--- src/source/sort_config_pkg.sv ---
`default_nettype none

package sort_config_pkg;

    // Key and tag widths
    localparam int KEY_WIDTH = 16;
    localparam int INDEX_WIDTH = 3;

    // One group is sorted as a whole
    localparam int GROUP_SIZE = 8;

    // log2(8) * (log2(8) + 1) / 2 compare levels
    localparam int NETWORK_STAGES = 6;

    localparam int LOAD_COUNT_WIDTH = 3;    // Counts 0 to GROUP_SIZE-1

endpackage

`default_nettype wire

--- src/source/sort_data_pkg.sv ---
`default_nettype none

package sort_data_pkg;

    import sort_config_pkg::*;

    // Key with the slot it arrived in
    typedef struct packed {
        logic [KEY_WIDTH-1:0] key;
        logic [INDEX_WIDTH-1:0] index;
    } sort_entry_t;

    // entry[0] is the lowest slot
    typedef struct packed {
        sort_entry_t [GROUP_SIZE-1:0] entry;
    } sort_group_t;

    // Streamed result word
    typedef struct packed {
        sort_entry_t entry;
        logic last;                         // Final entry of a group
    } sorted_out_t;

endpackage

`default_nettype wire

--- src/source/bitonic_network.sv ---
`default_nettype none

module bitonic_network (
    input wire clk,
    input wire reset,
    input wire group_valid,
    input wire sort_data_pkg::sort_group_t group,
    output logic sorted_valid,
    output sort_data_pkg::sort_group_t sorted
);

    import sort_config_pkg::*;
    import sort_data_pkg::*;

    // Build 2-sequences, merge to 4, then merge to 8
    localparam int STAGE_BLOCK [NETWORK_STAGES] = '{2, 4, 4, 8, 8, 8};
    localparam int STAGE_DIST [NETWORK_STAGES] = '{1, 2, 1, 4, 2, 1};

    logic stage_valid [NETWORK_STAGES+1];
    sort_group_t stage_group [NETWORK_STAGES+1];

    assign stage_valid[0] = group_valid;
    assign stage_group[0] = group;

    genvar s;
    generate
        for (s = 0; s < NETWORK_STAGES; s = s + 1) begin : g_stage
            bitonic_stage #(
                .block_size(STAGE_BLOCK[s]),
                .distance(STAGE_DIST[s])
            ) u_stage (
                .clk(clk),
                .reset(reset),
                .valid(stage_valid[s]),     // Previous stage's done
                .group(stage_group[s]),
                .group_out(stage_group[s+1]),
                .done(stage_valid[s+1])
            );
        end
    endgenerate

    // Slot 0 holds the smallest key
    assign sorted_valid = stage_valid[NETWORK_STAGES];
    assign sorted = stage_group[NETWORK_STAGES];

endmodule

`default_nettype wire

--- src/source/bitonic_stage.sv ---
`default_nettype none

module bitonic_stage #(
    parameter int block_size = 2,
    parameter int distance = 1
) (
    input wire clk,
    input wire reset,
    input wire valid,
    input wire sort_data_pkg::sort_group_t group,
    output sort_data_pkg::sort_group_t group_out,
    output logic done
);

    import sort_config_pkg::*;

    genvar p;
    generate
        for (p = 0; p < GROUP_SIZE / 2; p = p + 1) begin : g_pair
            // Lower slot of pair p, partner sits distance above
            localparam int LO = (p / distance) * 2 * distance + (p % distance);
            localparam int HI = LO + distance;
            // Even blocks ascend, odd blocks descend
            localparam bit UP = ((LO / block_size) % 2) == 0;

            if (p == 0) begin : g_first
                compare_exchange #(
                    .ascending(UP)
                ) u_cx (
                    .clk(clk),
                    .reset(reset),
                    .ready(valid),
                    .in_a(group.entry[LO]),
                    .in_b(group.entry[HI]),
                    .out_a(group_out.entry[LO]),
                    .out_b(group_out.entry[HI]),
                    .done(done)             // Same timing in every pair
                );
            end else begin : g_rest
                compare_exchange #(
                    .ascending(UP)
                ) u_cx (
                    .clk(clk),
                    .reset(reset),
                    .ready(valid),
                    .in_a(group.entry[LO]),
                    .in_b(group.entry[HI]),
                    .out_a(group_out.entry[LO]),
                    .out_b(group_out.entry[HI]),
                    .done()
                );
            end
        end
    endgenerate

endmodule

`default_nettype wire

--- src/source/compare_exchange.sv ---
`default_nettype none

module compare_exchange #(
    parameter bit ascending = 1'b1
) (
    input wire clk,
    input wire reset,
    input wire ready,
    input wire sort_data_pkg::sort_entry_t in_a,
    input wire sort_data_pkg::sort_entry_t in_b,
    output sort_data_pkg::sort_entry_t out_a,
    output sort_data_pkg::sort_entry_t out_b,
    output logic done
);

    logic swap;

    // Ties leave unswapped
    always_comb begin
        if (ascending) begin
            swap = in_a.key > in_b.key;     // Smaller key goes to out_a
        end else begin
            swap = in_a.key < in_b.key;     // Larger key goes to out_a
        end
    end

    always_ff @(posedge clk) begin
        if (ready) begin
            if (swap) begin
                out_a <= in_b;
                out_b <= in_a;
            end else begin
                out_a <= in_a;
                out_b <= in_b;
            end
        end
    end

    // One pulse per accepted pair
    always_ff @(posedge clk) begin
        if (reset) begin
            done <= 1'b0;
        end else begin
            done <= ready;
        end
    end

endmodule

`default_nettype wire

--- src/source/key_loader.sv ---
`default_nettype none

module key_loader (
    input wire clk,
    input wire reset,
    input wire key_valid,
    input wire [sort_config_pkg::KEY_WIDTH-1:0] key,
    output logic group_valid,
    output sort_data_pkg::sort_group_t group
);

    import sort_config_pkg::*;
    import sort_data_pkg::*;

    logic [LOAD_COUNT_WIDTH-1:0] slot;
    logic slot_last;
    sort_group_t collect;
    sort_group_t filled;

    assign slot_last = slot == LOAD_COUNT_WIDTH'(GROUP_SIZE - 1);

    // Collecting register with the incoming key dropped in
    always_comb begin
        filled = collect;
        filled.entry[slot].key = key;
        filled.entry[slot].index = INDEX_WIDTH'(slot);  // Arrival order tag
    end

    always_ff @(posedge clk) begin
        if (reset) begin
            slot <= '0;
            group_valid <= 1'b0;
        end else begin
            group_valid <= key_valid && slot_last;
            if (key_valid) begin
                slot <= slot_last ? '0 : slot + 1'b1;
            end
        end
    end

    always_ff @(posedge clk) begin
        if (key_valid) begin
            collect <= filled;
            if (slot_last) begin
                group <= filled;            // Free to refill next cycle
            end
        end
    end

endmodule

`default_nettype wire

--- src/source/key_sorter.sv ---
`default_nettype none

module key_sorter (
    input wire clk,
    input wire reset,
    input wire key_valid,
    input wire [sort_config_pkg::KEY_WIDTH-1:0] key,
    output logic out_valid,
    output sort_data_pkg::sorted_out_t out
);

    import sort_data_pkg::*;

    logic group_valid;
    sort_group_t group;
    logic sorted_valid;
    sort_group_t sorted;

    key_loader u_loader (
        .clk(clk),
        .reset(reset),
        .key_valid(key_valid),
        .key(key),
        .group_valid(group_valid),
        .group(group)
    );

    // Six cycles deep, several groups in flight
    bitonic_network u_network (
        .clk(clk),
        .reset(reset),
        .group_valid(group_valid),
        .group(group),
        .sorted_valid(sorted_valid),
        .sorted(sorted)
    );

    result_unloader u_unloader (
        .clk(clk),
        .reset(reset),
        .sorted_valid(sorted_valid),
        .sorted(sorted),
        .out_valid(out_valid),
        .out(out)
    );

endmodule

`default_nettype wire

--- src/source/result_unloader.sv ---
`default_nettype none

module result_unloader (
    input wire clk,
    input wire reset,
    input wire sorted_valid,
    input wire sort_data_pkg::sort_group_t sorted,
    output logic out_valid,
    output sort_data_pkg::sorted_out_t out
);

    import sort_config_pkg::*;
    import sort_data_pkg::*;

    sort_group_t shift;
    logic [$clog2(GROUP_SIZE)-1:0] remaining;   // Entries still to send

    always_ff @(posedge clk) begin
        if (reset) begin
            out_valid <= 1'b0;
            out.last <= 1'b0;
            remaining <= '0;
        end else if (sorted_valid) begin
            out_valid <= 1'b1;
            out.last <= 1'b0;
            remaining <= $bits(remaining)'(GROUP_SIZE - 1);
        end else if (remaining != '0) begin
            out_valid <= 1'b1;
            out.last <= remaining == 1'b1;
            remaining <= remaining - 1'b1;
        end else begin
            out_valid <= 1'b0;
            out.last <= 1'b0;
        end
    end

    // Entry 0 goes straight out, the rest step down one slot per cycle
    always_ff @(posedge clk) begin
        if (sorted_valid) begin
            shift <= sorted;
            out.entry <= sorted.entry[0];
        end else if (remaining != '0) begin
            shift.entry[GROUP_SIZE-2:0] <= shift.entry[GROUP_SIZE-1:1];
            out.entry <= shift.entry[1];
        end
    end

endmodule

`default_nettype wire

--- config.mk ---
export PLATFORM = sky130hd
export DESIGN_NAME = key_sorter
export DESIGN_NICKNAME = d
export VERILOG_FILES = /design/src/source/sort_config_pkg.sv /design/src/source/sort_data_pkg.sv /design/src/source/bitonic_network.sv /design/src/source/bitonic_stage.sv /design/src/source/compare_exchange.sv /design/src/source/key_loader.sv /design/src/source/key_sorter.sv /design/src/source/result_unloader.sv
export SDC_FILE = /design/constraint.sdc
export NUM_CORES = 2
export LEC_CHECK = 0
export BUFFER_PORTS_ARGS = -buffer_cell sky130_fd_sc_hd__buf_2
export CORE_UTILIZATION = 57
export CTS_CLUSTER_DIAMETER = 120
export CTS_CLUSTER_SIZE = 28
export DETAILED_ROUTE_END_ITERATION = 12
export HOLD_SLACK_MARGIN = 0.1
export PLACE_DENSITY = 0.74
export SLEW_MARGIN = 20
export SYNTH_ARGS = -nofsm -noshare
export SYNTH_HDL_FRONTEND = slang
export SYNTH_SLANG_ARGS = --single-unit
--- constraint.sdc ---
create_clock -name clk -period 5.75 [get_ports clk]
set_input_delay 0.575 -clock clk [delete_from_list [all_inputs] [get_ports clk]]
set_output_delay 0.575 -clock clk [all_outputs]
set_load 0.02 [all_outputs]
==> reports/metrics.cfg <==
[synthesis]
avgSynthCellArea_um2=14.32
synthCells=4813
yosysMostFrequentCell=edfxtp_1
yosysWarnings=0
synth_ff_type=edfxtp_1
postSynth.asyncResetShare_pct=0
synth_seq_cells=1383
ys_types=54
netlist_area_um2=68920
synth.area.top_cells=edfxtp_1 60%, mux2_2 16%, ha_1 7.0%
seq_area_frac_synth_pct=60.04
synth_edf_count=1368
synth_top_area_share_pct=59.60
synth_common_cells=1368 x edfxtp_1, 1001 x mux2_2, 411 x inv_1
synth_nets=5215
yosysTopAreaCell=edfxtp_1

[setup_path]
r2r-start=u_loader.group[94]
end_kind=flip-flop
required_ps=6190
cpPeakStageDelay_ps=910
cp_max_fo=30
crit_type=reg2reg
cp-start-kind=flip-flop
rr_worst_depth=7
critPathArrivalTime_ps=4180
crit_buf_inv=1
cp_cell_sequence=ha_1 -> nand4_1 -> nor4_4 -> nand2_1 -> buf_4 -> o311ai_0 -> o211ai_1
r2r_setup_slack_ps=2010
cpMaxStageDelayCell=nor4_4
crit_family=simple AND/OR/NAND/NOR gates

[sta]
setup_viol=0
fin_tns_setup_ps=0
finalHoldViolCount=0
slew_violations=0
post-route-period-util_pct=65.09
slew_headroom_pct=22.57
whs_ps=346.6
final.setup_skew_ps=32.81
period_needed_ps=3743
rsz0062_at_grt=false
fmax_mhz=267.2
worst_pin_slew_ps=1161

[clocking]
ctsHoldBuffers=0
cts_buffer_depth=3
cts_buffers=56
clk_pin_slew_ps=110
cts_setup_buffers=0
cts_resized=0
cts_tree=done
htree_levels=2
root_buffer=clkbuf_16
clock_latency_ps=700
clock_sinks=1383

[global_route]
grt_max_degree=154
grt_pass1_wl_mm=236.8
grt_usage_pct=25.38
antenna_found_initial=4
grt_pass1_vias=38294
grt_remaining_overflow=0

[route]
wirelength_mm=155.7
viasPerCell=6.269
ant_nets=0
wl_per_cell_um=24.54
drc=0
detail_route.first_pass.iterations=6
num_vias=39784
drt_iter0_drc=3733

[hold_path]
hold_start=reset
hold_path_depth=2
whs_endpoint=u_unloader.remaining[0]
min-delay-path-class=in2reg

[pwr]
power.density_nw_per_um2=248.8
seqPwrFrac_pct=66.6
intPower_mw=14.17
power_switching_mw=3.876
switching_share_pct=21.48
clock_power_share_pct=26.9
power_mw=18.04
comb_power_share_pct=6.5
power_leakage_nw=25.50
irDropWorstVdd_v=0.0008394

[job]
cap_violations=0

[floorplanning]
core_um2=120000
die_y_um=349.7
start_util_pct=57.45
die_area_um2=122300
io_pins=40
die_w_um=349.7
num_rows=127

[place]
io_buffers=39
gp_congestion=0.9392
dp_hpwl_mm=110.8

[layout]
area_growth_pct=5.237
postLayoutCoreUtil_pct=60.46
drive_above_1_share_pct=26.68
nets=5106

[outcome]
outcome=finished clean

## cells by family after synthesis
kind of cell / count (synthesis) / synth area share (%)
simple gates: 796 / 6.577
flops: 1383 / 60.04
xor+xnor: 2 / 0.02542
fa+ha+maj: 383 / 6.953
compound gates: 538 / 5.524
buf+inv: 688 / 4.061
mux: 1023 / 16.82
## sequential cells by signal (all words and copies together) (netlist names)
register and cells:
u_network.g_stage.u_stage.g_pair.g_first.u_cx.out_b 114, u_unloader.remaining 3, u_network.g_stage.u_stage.g_pair.g_first.u_cx.done 6, u_unloader.shift 133
u_network.g_stage.u_stage.g_pair.g_rest.u_cx.out_b 342, u_loader.collect 152, u_loader.group_valid 1, u_unloader.out_valid 1
u_loader.group 152, u_network.g_stage.u_stage.g_pair.g_first.u_cx.out_a 114, u_network.g_stage.u_stage.g_pair.g_rest.u_cx.out_a 342, u_loader.slot 3
u_unloader.out 20
## cells in the final DEF (no fill, tap or decap), types with 7 or more instances in the layout
| cell | count |
|---|---|
| o311ai_1 | 10 |
| o311ai_0 | 142 |
| nor4b_1 | 88 |
| clkbuf_1 | 23 |
| a31oi_4 | 13 |
| dfxtp_1 | 8 |
| o21ai_0 | 50 |
| mux2_2 | 1001 |
| dfxtp_4 | 7 |
| a211oi_1 | 14 |
| o211ai_1 | 83 |
| a21oi_1 | 136 |
| a21o_1 | 14 |
| nand4_1 | 72 |
| o21ai_2 | 8 |
| clkbuf_16 | 57 |
| nor2b_1 | 31 |
| nand2_1 | 80 |
| a2111o_1 | 13 |
| nand2b_1 | 20 |
| buf_4 | 63 |
| a41oi_1 | 14 |
| nor2_1 | 45 |
| nor4_1 | 78 |
| buf_2 | 38 |
| mux2_4 | 20 |
| ha_1 | 383 |
| inv_1 | 411 |
| edfxtp_1 | 1368 |
| nand3_1 | 342 |
| a22oi_1 | 13 |
## routing by layer
layer	vias up	track usage (%)	part of all wire, %	routed length, µm
met5	-	0	0.0083	13
met3	240	2.504	5.2	8149
met1	19785	34.98	43	67050
met2	1361	42.19	48	74940
met4	2	8.736	3.6	5574
li1	18396	-	-	-
## area by class of cell
type | count | area [µm²]
Fill cell | 9070 | 47440
Timing Repair Buffer | 110 | 864.6
Clock inverter | 4 | 48.80
Sequential cell | 1383 | 41410
Antenna cell | 4 | 10.01
Multi-Input combinational cell | 2742 | 25130
Tap cell | 1612 | 2017
Clock buffer | 80 | 1513
Inverter | 411 | 1543
## how the worst max path moves through the flow
stage | from | to | slack [ps] | cells past startpoint
final | u_loader.group[94] | flip-flop | 2010 | 7
after global routing | u_loader.group[94] | flip-flop | 1620 | 7
after CTS | u_loader.group[94] | flip-flop | 1810 | 7
after detailed placement | u_loader.group[94] | flip-flop | 1820 | 7
after global placement | u_loader.group[94] | flip-flop | 1970 | 7
after floorplan | u_loader.slot[0] | u_loader.group[0] | 1120 | 3
## through the flow
step / cells / setup slack [ps] / instance area [µm²]
floorplan: 4813 / 1117 / 68920
global placement: 6254 / 1966 / 70830
detailed placement: 6254 / 1823 / 70830
CTS: 6338 / 1807 / 72390
global route: 6343 / 1619 / 72520
finish: 6346 / 2007 / 72530
## power groups by stage
stage	sequential (mW)	combinational [mW]	clock, mW
after global routing	12.1	1.29	5.25
after CTS	12.0	1.20	4.97
final	12.0	1.17	4.86
after floorplan	12.4	0.695	0
after global placement	12.2	1.17	0
after detailed placement	12.3	1.20	0
No activity file was read; power rests on OpenSTA's default activity.
